File: config.mk
export PLATFORM = sky130hd
export DESIGN_NAME = exe_core
export DESIGN_NICKNAME = d
export VERILOG_FILES = /design/src/isa_pkg.sv /design/src/exe_bus_pkg.sv /design/src/insn_decoder.sv /design/src/op_queue.sv /design/src/reg_file.sv /design/src/exe_unit.sv /design/src/exe_core.sv
export SDC_FILE = /design/constraint.sdc
export NUM_CORES = 2
export LEC_CHECK = 0
export BUFFER_PORTS_ARGS = -buffer_cell sky130_fd_sc_hd__buf_2
export CAP_MARGIN = 15
export CORE_AREA = 2 2 496 547
export CTS_BUF_LIST = sky130_fd_sc_hd__clkbuf_16
export CTS_CLUSTER_DIAMETER = 80
export CTS_CLUSTER_SIZE = 14
export DETAILED_ROUTE_END_ITERATION = 8
export DIE_AREA = 0 0 498 549
export RECOVER_POWER = 50
export SYNTH_ARGS = -nofsm -noshare
export SYNTH_HDL_FRONTEND = slang
export SYNTH_SLANG_ARGS = --single-unit
File: constraint.sdc
create_clock -name clk -period 9.1 [get_ports clk]
set_clock_uncertainty 0.1 [all_clocks]
set_input_delay 0.91 -clock clk [delete_from_list [all_inputs] [get_ports clk]]
set_output_delay 0.91 -clock clk [all_outputs]
set_load 0.1 [all_outputs]
File: src/isa_pkg.sv
`default_nettype none

package isa_pkg;

    parameter int xlen      = 32;
    parameter int reg_idx_w = 5;

    typedef logic [reg_idx_w-1:0] reg_idx_t;
    typedef logic [xlen-1:0]      word_t;

    // Major opcodes of the supported classes
    localparam logic [6:0] opc_op     = 7'b0110011;
    localparam logic [6:0] opc_op_imm = 7'b0010011;
    localparam logic [6:0] opc_lui    = 7'b0110111;
    localparam logic [6:0] opc_auipc  = 7'b0010111;
    localparam logic [6:0] opc_jal    = 7'b1101111;
    localparam logic [6:0] opc_jalr   = 7'b1100111;
    localparam logic [6:0] opc_branch = 7'b1100011;

    typedef enum logic [5:0] {
        op_add, op_sub, op_sll, op_slt, op_sltu,
        op_xor, op_srl, op_sra, op_or, op_and,
        op_addi, op_slti, op_sltiu, op_xori, op_ori, op_andi,
        op_slli, op_srli, op_srai,
        op_lui, op_auipc,
        op_jal, op_jalr,
        op_beq, op_bne, op_blt, op_bge, op_bltu, op_bgeu
    } op_kind_e;

    typedef struct packed {
        logic [xlen-reg_idx_w-1:0] pad;
        logic [reg_idx_w-1:0]      shamt;
    } shift_view_t;

    // Sign-extended immediate, or shamt for the immediate shifts
    typedef union packed {
        word_t       imm;
        shift_view_t shift;
    } imm_u;

endpackage

`default_nettype wire

File: src/exe_bus_pkg.sv
`default_nettype none

package exe_bus_pkg;

    import isa_pkg::*;

    // One decoded instruction waiting in the queue
    typedef struct packed {
        op_kind_e kind;
        reg_idx_t rd;
        reg_idx_t rs1;
        reg_idx_t rs2;
        imm_u     imm;
        word_t    pc;
    } exe_op_t;

    // Retired instruction as seen on the result port
    typedef struct packed {
        logic     rd_en;
        reg_idx_t rd;
        word_t    rd_data;
        logic     jump_en;
        word_t    jump_addr;
        word_t    pc;
    } exe_res_t;

endpackage

`default_nettype wire

File: src/insn_decoder.sv
`timescale 1ns/1ps
`default_nettype none

module insn_decoder
    import isa_pkg::*, exe_bus_pkg::*;
(
    input  logic    clk,
    input  logic    rst_,
    input  logic    cyc,
    input  logic    stb,
    input  logic    we,
    input  word_t   adr,
    input  word_t   dat_w,
    output logic    ack,
    output logic    err,
    input  logic    full,
    output logic    push,
    output exe_op_t op
);

    logic [6:0] opcode;
    logic [2:0] funct3;
    logic [6:0] funct7;
    logic       valid;
    logic       take;
    word_t      imm_i;

    assign opcode = dat_w[6:0];
    assign funct3 = dat_w[14:12];
    assign funct7 = dat_w[31:25];
    assign imm_i  = {{20{dat_w[31]}}, dat_w[31:20]};

    // Only one answer per strobe, the master drops stb after it
    assign take = cyc && stb && !ack && !err;
    assign push = take && we && valid && !full;

    always_comb begin
        valid  = 1'b1;
        op     = '0;
        op.rd  = dat_w[11:7];
        op.rs1 = dat_w[19:15];
        op.rs2 = dat_w[24:20];
        op.pc  = adr;
        case (opcode)
            opc_op: begin
                valid = funct7 == 7'b0000000 ||
                        (funct7 == 7'b0100000 && (funct3 == 3'b000 || funct3 == 3'b101));
                case (funct3)
                    3'b000:  op.kind = funct7[5] ? op_sub : op_add;
                    3'b001:  op.kind = op_sll;
                    3'b010:  op.kind = op_slt;
                    3'b011:  op.kind = op_sltu;
                    3'b100:  op.kind = op_xor;
                    3'b101:  op.kind = funct7[5] ? op_sra : op_srl;
                    3'b110:  op.kind = op_or;
                    default: op.kind = op_and;
                endcase
            end
            opc_op_imm: begin
                case (funct3)
                    3'b001, 3'b101: begin
                        op.imm.shift.shamt = dat_w[24:20];
                        valid   = funct7 == 7'b0000000 || (funct3[2] && funct7 == 7'b0100000);
                        op.kind = !funct3[2] ? op_slli : (funct7[5] ? op_srai : op_srli);
                    end
                    default: begin
                        op.imm.imm = imm_i;
                        case (funct3)
                            3'b000:  op.kind = op_addi;
                            3'b010:  op.kind = op_slti;
                            3'b011:  op.kind = op_sltiu;
                            3'b100:  op.kind = op_xori;
                            3'b110:  op.kind = op_ori;
                            default: op.kind = op_andi;
                        endcase
                    end
                endcase
            end
            opc_lui: begin
                op.kind    = op_lui;
                op.imm.imm = {dat_w[31:12], 12'd0};
            end
            opc_auipc: begin
                op.kind    = op_auipc;
                op.imm.imm = {dat_w[31:12], 12'd0};
            end
            opc_jal: begin
                op.kind    = op_jal;
                op.imm.imm = {{11{dat_w[31]}}, dat_w[31], dat_w[19:12], dat_w[20],
                              dat_w[30:21], 1'b0};
            end
            opc_jalr: begin
                valid      = funct3 == 3'b000;
                op.kind    = op_jalr;
                op.imm.imm = imm_i;
            end
            opc_branch: begin
                valid      = funct3[2:1] != 2'b01;
                op.imm.imm = {{19{dat_w[31]}}, dat_w[31], dat_w[7], dat_w[30:25],
                              dat_w[11:8], 1'b0};
                case (funct3)
                    3'b000:  op.kind = op_beq;
                    3'b001:  op.kind = op_bne;
                    3'b100:  op.kind = op_blt;
                    3'b101:  op.kind = op_bge;
                    3'b110:  op.kind = op_bltu;
                    default: op.kind = op_bgeu;
                endcase
            end
            default: valid = 1'b0;
        endcase
    end

    ////////////////////////////////////////////////////////////////////
    // Wishbone answer
    ////////////////////////////////////////////////////////////////////

    always_ff @(posedge clk or negedge rst_) begin
        if (!rst_) begin
            ack <= 1'b0;
            err <= 1'b0;
        end else begin
            ack <= push;
            // Refusals never wait on the queue
            err <= take && (!we || !valid);
        end
    end

    assert property (@(posedge clk) disable iff (!rst_) !(ack && err))
        else $error("ack and err together");

endmodule

`default_nettype wire

File: src/op_queue.sv
`timescale 1ns/1ps
`default_nettype none

module op_queue
    import exe_bus_pkg::*;
#(
    parameter int queue_depth = 2
) (
    input  logic    clk,
    input  logic    rst_,
    input  logic    push,
    input  exe_op_t wr_op,
    output logic    full,
    input  logic    pop,
    output exe_op_t rd_op,
    output logic    not_empty
);

    localparam int ptr_w = $clog2(queue_depth);

    exe_op_t          slots [queue_depth];
    logic [ptr_w-1:0] wr_ptr;
    logic [ptr_w-1:0] rd_ptr;
    logic [ptr_w:0]   count;

    assign full      = count == queue_depth[ptr_w:0];
    assign not_empty = count != '0;
    assign rd_op     = slots[rd_ptr];

    always_ff @(posedge clk) begin
        if (push) begin
            slots[wr_ptr] <= wr_op;
        end
    end

    // Pointers wrap on their own since the depth is a power of two
    always_ff @(posedge clk or negedge rst_) begin
        if (!rst_) begin
            wr_ptr <= '0;
            rd_ptr <= '0;
            count  <= '0;
        end else begin
            if (push) begin
                wr_ptr <= wr_ptr + 1'b1;
            end
            if (pop) begin
                rd_ptr <= rd_ptr + 1'b1;
            end
            case ({push, pop})
                2'b10:   count <= count + 1'b1;
                2'b01:   count <= count - 1'b1;
                default: count <= count;
            endcase
        end
    end

    assert property (@(posedge clk) disable iff (!rst_) push |-> !full)
        else $error("push into a full queue");
    assert property (@(posedge clk) disable iff (!rst_) pop |-> not_empty)
        else $error("pop from an empty queue");

endmodule

`default_nettype wire

File: src/reg_file.sv
`timescale 1ns/1ps
`default_nettype none

module reg_file
    import isa_pkg::*;
(
    input  logic     clk,
    input  logic     rst_,
    input  reg_idx_t rs1,
    input  reg_idx_t rs2,
    output word_t    rs1_data,
    output word_t    rs2_data,
    input  logic     we,
    input  reg_idx_t wr_idx,
    input  word_t    wr_data
);

    word_t regs [32];

    // x0 reads as zero whatever the array holds
    assign rs1_data = (rs1 == '0) ? '0 : regs[rs1];
    assign rs2_data = (rs2 == '0) ? '0 : regs[rs2];

    always_ff @(posedge clk or negedge rst_) begin
        if (!rst_) begin
            for (int i = 0; i < 32; i++) begin
                regs[i] <= '0;
            end
        end else if (we) begin
            regs[wr_idx] <= wr_data;
        end
    end

    assert property (@(posedge clk) disable iff (!rst_) we |-> wr_idx != '0)
        else $error("write to x0");

endmodule

`default_nettype wire

File: src/exe_unit.sv
`timescale 1ns/1ps
`default_nettype none

module exe_unit
    import isa_pkg::*, exe_bus_pkg::*;
(
    input  logic     clk,
    input  logic     rst_,
    input  exe_op_t  head,
    input  logic     not_empty,
    output logic     pop,
    output reg_idx_t rs1,
    output reg_idx_t rs2,
    input  word_t    rs1_data,
    input  word_t    rs2_data,
    output logic     reg_we,
    output reg_idx_t wr_idx,
    output word_t    wr_data,
    output exe_res_t res,
    output logic     res_valid,
    input  logic     res_ready
);

    word_t    imm;
    word_t    link;
    word_t    jalr_sum;
    word_t    rd_val;
    logic     taken;
    logic     is_branch;
    exe_res_t nxt;

    // Slot is free, or its result leaves this cycle
    assign pop = not_empty && (!res_valid || res_ready);

    assign rs1      = head.rs1;
    assign rs2      = head.rs2;
    assign imm      = head.imm.imm;
    assign link     = head.pc + 32'd4;
    assign jalr_sum = rs1_data + imm;
    assign is_branch = head.kind inside {op_beq, op_bne, op_blt, op_bge, op_bltu, op_bgeu};

    ////////////////////////////////////////////////////////////////////
    // ALU and branch compare
    ////////////////////////////////////////////////////////////////////

    always_comb begin
        rd_val = '0;
        taken  = 1'b0;
        case (head.kind)
            op_add:   rd_val = rs1_data + rs2_data;
            op_sub:   rd_val = rs1_data - rs2_data;
            op_sll:   rd_val = rs1_data << rs2_data[4:0];
            op_slt:   rd_val = word_t'($signed(rs1_data) < $signed(rs2_data));
            op_sltu:  rd_val = word_t'(rs1_data < rs2_data);
            op_xor:   rd_val = rs1_data ^ rs2_data;
            op_srl:   rd_val = rs1_data >> rs2_data[4:0];
            op_sra:   rd_val = $signed(rs1_data) >>> rs2_data[4:0];
            op_or:    rd_val = rs1_data | rs2_data;
            op_and:   rd_val = rs1_data & rs2_data;
            op_addi:  rd_val = rs1_data + imm;
            op_slti:  rd_val = word_t'($signed(rs1_data) < $signed(imm));
            op_sltiu: rd_val = word_t'(rs1_data < imm);
            op_xori:  rd_val = rs1_data ^ imm;
            op_ori:   rd_val = rs1_data | imm;
            op_andi:  rd_val = rs1_data & imm;
            op_slli:  rd_val = rs1_data << head.imm.shift.shamt;
            op_srli:  rd_val = rs1_data >> head.imm.shift.shamt;
            op_srai:  rd_val = $signed(rs1_data) >>> head.imm.shift.shamt;
            op_lui:   rd_val = imm;
            op_auipc: rd_val = head.pc + imm;
            op_jal, op_jalr: rd_val = link;
            op_beq:   taken = rs1_data == rs2_data;
            op_bne:   taken = rs1_data != rs2_data;
            op_blt:   taken = $signed(rs1_data) < $signed(rs2_data);
            op_bge:   taken = $signed(rs1_data) >= $signed(rs2_data);
            op_bltu:  taken = rs1_data < rs2_data;
            default:  taken = rs1_data >= rs2_data;
        endcase
    end

    always_comb begin
        nxt.rd_en   = !is_branch && head.rd != '0;
        nxt.rd      = head.rd;
        nxt.rd_data = rd_val;
        nxt.jump_en = is_branch || head.kind == op_jal || head.kind == op_jalr;
        nxt.pc      = head.pc;
        if (head.kind == op_jal || (is_branch && taken)) begin
            nxt.jump_addr = head.pc + imm;
        end else if (head.kind == op_jalr) begin
            nxt.jump_addr = {jalr_sum[31:1], 1'b0};
        end else if (is_branch) begin
            nxt.jump_addr = link;
        end else begin
            nxt.jump_addr = '0;
        end
    end

    // Writeback lands on the pop edge
    assign reg_we  = pop && nxt.rd_en;
    assign wr_idx  = head.rd;
    assign wr_data = rd_val;

    always_ff @(posedge clk or negedge rst_) begin
        if (!rst_) begin
            res       <= '0;
            res_valid <= 1'b0;
        end else if (pop) begin
            res       <= nxt;
            res_valid <= 1'b1;
        end else if (res_ready) begin
            res_valid <= 1'b0;
        end
    end

    assert property (@(posedge clk) disable iff (!rst_)
                     res_valid && !res_ready |=> res_valid && $stable(res))
        else $error("result changed before it was taken");

endmodule

`default_nettype wire

File: src/exe_core.sv
`timescale 1ns/1ps
`default_nettype none

module exe_core
    import isa_pkg::*, exe_bus_pkg::*;
#(
    parameter int queue_depth = 2
) (
    input  logic     clk,
    input  logic     rst_,
    input  logic     cyc,
    input  logic     stb,
    input  logic     we,
    input  word_t    adr,
    input  word_t    dat_w,
    output logic     ack,
    output logic     err,
    output exe_res_t res,
    output logic     res_valid,
    input  logic     res_ready
);

    logic     push;
    logic     full;
    logic     pop;
    logic     not_empty;
    exe_op_t  dec_op;
    exe_op_t  head;
    reg_idx_t rs1;
    reg_idx_t rs2;
    word_t    rs1_data;
    word_t    rs2_data;
    logic     reg_we;
    reg_idx_t wr_idx;
    word_t    wr_data;

    insn_decoder u_dec (
        .clk, .rst_, .cyc, .stb, .we, .adr, .dat_w, .ack, .err,
        .full, .push, .op(dec_op)
    );

    op_queue #(.queue_depth(queue_depth)) u_queue (
        .clk, .rst_, .push, .wr_op(dec_op), .full,
        .pop, .rd_op(head), .not_empty
    );

    reg_file u_rf (
        .clk, .rst_, .rs1, .rs2, .rs1_data, .rs2_data,
        .we(reg_we), .wr_idx, .wr_data
    );

    exe_unit u_exe (
        .clk, .rst_, .head, .not_empty, .pop, .rs1, .rs2, .rs1_data, .rs2_data,
        .reg_we, .wr_idx, .wr_data, .res, .res_valid, .res_ready
    );

endmodule

`default_nettype wire

==> impl_metrics.toml <==
[clock_network]
clkTransAtPathRegs_ps = 70
cts_root_buffer = "clkbuf_16"
cts_buffers = 114
cts_max_level = 3
cts_sinks = 1302
clock_path_buffers = 3
postCtsSetupRepairBufs = 0
cts_tree = "done"
cts_hold_buf = 0
clk_latency_ps = 850
cts_resized = 0

[layout]
drive_above_1_share = 0.207
nFillCells = 26662
areaGrowthSynthToFinish_pct = 10.8
design_area_sq_mm = 0.103
nets = 10282
final_util = 0.385

[power]
seq_power_share = 0.207
power_leakage_nw = 42.6
switching_share = 0.567
switching_power_mw = 25.7
power.share.combinational = 0.686
peakVddDrop_mv = 0.322
intPower_mw = 19.6
totalPowerFinal_mw = 45.4
p_per_area_mw_per_mm2 = 438
pwr-share-clk = 0.106

[drt]
ant_nets = 0
via_per_inst = 6.77
routedWlPerCell_um = 38.3
initialDrtViolationCount = 14094
dr.pass1.iters = 9
num_vias = 92512
route.detailed.drc = 0
detail_route.wirelength_um = 523000

[hold_path]
hp-class = "in2reg"

[critical_path]
cp_top_family = "compound AO/OA/AOI/OAI gates"
cp-start-kind = "register"
worstPathArrival_ps = 9640
path_depth = 21
crit_start = "u_queue.slots[1][69]"
cp-endpoint = "u_rf.regs[526]"
rr_worst_depth = 21
path_cells = "mux2_8 > buf_4 > mux2i_1 > o221ai_1 > o211ai_1 > o31a_1 > inv_1 > ha_1 > nor3_1 > nor3b_1 > o21a_1 > nor2_1 > o21bai_1 > a21oi_1 > xnor2_1 > o2111ai_1 > nor4_1 > buf_4 > nand4_1 > buf_12 > mux2_2"
required_ps = 9700
max_stage_delay_ps = 890
r2r_end = "u_rf.regs[526]"
r2r_slack_ps = 60
r2r-start = "u_queue.slots[1][69]"
cpMostUsedCell = "buf_4"
crit_type = "reg2reg"
cp.buffers_inverters = 4
crit_path_top_delay_cell = "nor4_1"
end_kind = "register"
cp_max_fo = 63

[global_route]
track_usage = 0.368
grt_util_met3 = 0.0967
grt_pass1_vias = 87092
use_met2 = 0.548
met1_usage = 0.460
antenna_found_initial = 43
grt_max_degree = 165
grt_busiest_layer = "met2"
overflow = 0
grt_pass1_wl_um = 716000

[place]
place_congestion = 1.04
hpwl_um = 372000
placed_cell_area_sq_mm = 0.100
port-buffer-count = 175

[floorplan]
die_w_um = 498
rows = 200
initial_core_util = 0.348
die_h_um = 549
ioPinCount = 176
dieArea_sq_mm = 0.273
coreArea_sq_mm = 0.269

[timing]
slew_violations = 433
fmax_mhz = 111
period_minus_slack_ps = 9040
final.setup.tns_ps = 0
finalCritPeriodShare = 0.993
slew_headroom = -3.74
rsz0062_at_grt = "no"
hold_ws_ps = 177
setup_viol = 0
worstMarginPinSlew_ps = 7110
hold_viol_final = 0

[yosys]
syn-num-nets = 10320
ys_types = 122
synth.ff_latch_count = 1302
yosys_warnings = 0
async_flop_share = 0.871
netlist_top_cells_count = "nand2_1, dfrtp_1, mux2_2"
netlist.top_cell.by_area = "dfrtp_1"
yosysMostFrequentCell = "nand2_1"
postSynthCellCount = 10087
synth_edf_count = 168
synth-main-ff-cell = "dfrtp_1"
yosysSeqAreaShare = 0.358
yosysTopAreaCellShare = 0.304
netlist_area_sq_mm = 0.0934
syn_avg_cell_area_sq_um = 9.26
yosys-top-cells-area = "dfrtp_1, mux2_2, nand2_1, edfxtp_1, mux2i_1"

[run_status]
outcome = "finished, violations left"
violations = "capacitance limit, slew limit"

[flow_run]
cap_viol_max_count = 9
kinds of logic (layout without fill, tap and decap cells):
logic type      count (synthesis)  count (layout)  share of synthesized area
compound gates               2944            2944                      0.215
simple gates                 2860            2860                      0.137
mux                          1540            1540                      0.198
flops                        1302            1302                      0.358
buf+inv                      1156            1164                     0.0587
fa+ha+maj                     163             163                     0.0222
xor+xnor                      122             122                     0.0114
other cells                     0              30                          0
worst min path at each step:
stage / start / to / cells past startpoint
after detailed placement: u_rf.regs[1023] / u_rf.regs[1023] / 0
after CTS: rst_ / u_exe.res[87] / 1
after global placement: u_rf.regs[1023] / u_rf.regs[1023] / 0
after global routing: adr[30] / u_queue.slots[1][30] / 1
final: adr[2] / u_queue.slots[0][2] / 1
after floorplan: u_rf.regs[1023] / u_rf.regs[1023] / 1
state kept, by name, summed over array words and instances (netlist names):
signal           count
u_exe.res          103
u_queue.slots      168
u_dec.ack            1
u_exe.res_valid      1
u_dec.err            1
u_rf.regs         1024
u_queue.wr_ptr       1
u_queue.count        2
u_queue.rd_ptr       1
cell type report:
type / count / area (sq um) / area share
diodes: 30 / 75.1 / 0.000725
clock buffers: 118 / 2950 / 0.0285
clock inverters: 44 / 375 / 0.00363
inverters: 208 / 795 / 0.00768
multi-input cells: 7629 / 55300 / 0.534
flip-flops and latches: 1302 / 33400 / 0.323
well taps: 3535 / 4420 / 0.0427
repair buffers: 794 / 6160 / 0.0595
power by group through the flow:
stage | clock network [mW] | logic [mW] | registers, mW
floorplan | 0 | 16.2 | 10.4
global placement | 0 | 29.9 | 9.29
detailed placement | 0 | 29.9 | 9.39
CTS | 4.86 | 30.0 | 9.30
global route | 5.05 | 31.8 | 9.58
finish | 4.83 | 31.1 | 9.40
per-layer routing:
metal  wire [um]  share of wire
met5         193        0.00037
met4       46600          0.089
met3       57300           0.11
met2      221000           0.42
met1      198000           0.38
cells in the final DEF (no fill, tap or decap), drive strengths merged, types with 30 or more instances in the layout:
master | Yosys | layout
nand2 | 1406 | 1406
dfrtp | 1134 | 1134
mux2 | 947 | 947
buf | 449 | 648
a21oi | 558 | 558
nor2 | 515 | 515
o21ai | 504 | 504
mux2i | 457 | 457
a211oi | 356 | 356
nand3 | 297 | 297
clkbuf | 499 | 263
inv | 205 | 230
a31oi | 204 | 204
o22ai | 170 | 170
edfxtp | 168 | 168
a21boi | 166 | 166
ha | 159 | 159
mux4 | 136 | 136
nor3 | 123 | 123
a22oi | 110 | 110
a221oi | 105 | 105
xnor2 | 98 | 98
nand2b | 89 | 89
a21o | 85 | 85
o22a | 78 | 78
and2 | 73 | 73
o31ai | 70 | 70
nand4 | 65 | 65
o211ai | 61 | 61
nor2b | 61 | 61
nor4 | 55 | 55
o221ai | 51 | 51
and3 | 43 | 43
or4 | 41 | 41
o21bai | 40 | 40
a2111oi | 33 | 33
a311oi | 31 | 31
diode | 0 | 30
worst register-to-register path: cells and delay by family (launching register included):
family | cells | cell delay (ps)
muxes | 3 | 1910
xor gates and xnor gates | 1 | 500
buffers and inverters | 4 | 1170
AOI/OAI and AO/OA | 7 | 2020
and+or+nand+nor | 5 | 1910
adders and majority gates | 1 | 460
DFF | 1 | 820
metrics by stage:
step / setup slack (ps) / instances
3_5_place_dp: 603 / 13465
4_1_cts: 515 / 13627
6_report: 61.0 / 13660
5_1_grt: 102 / 13639
2_1_floorplan: 2470 / 10087
3_3_place_gp: 505 / 13465
Power figures use the tool's default switching activity.
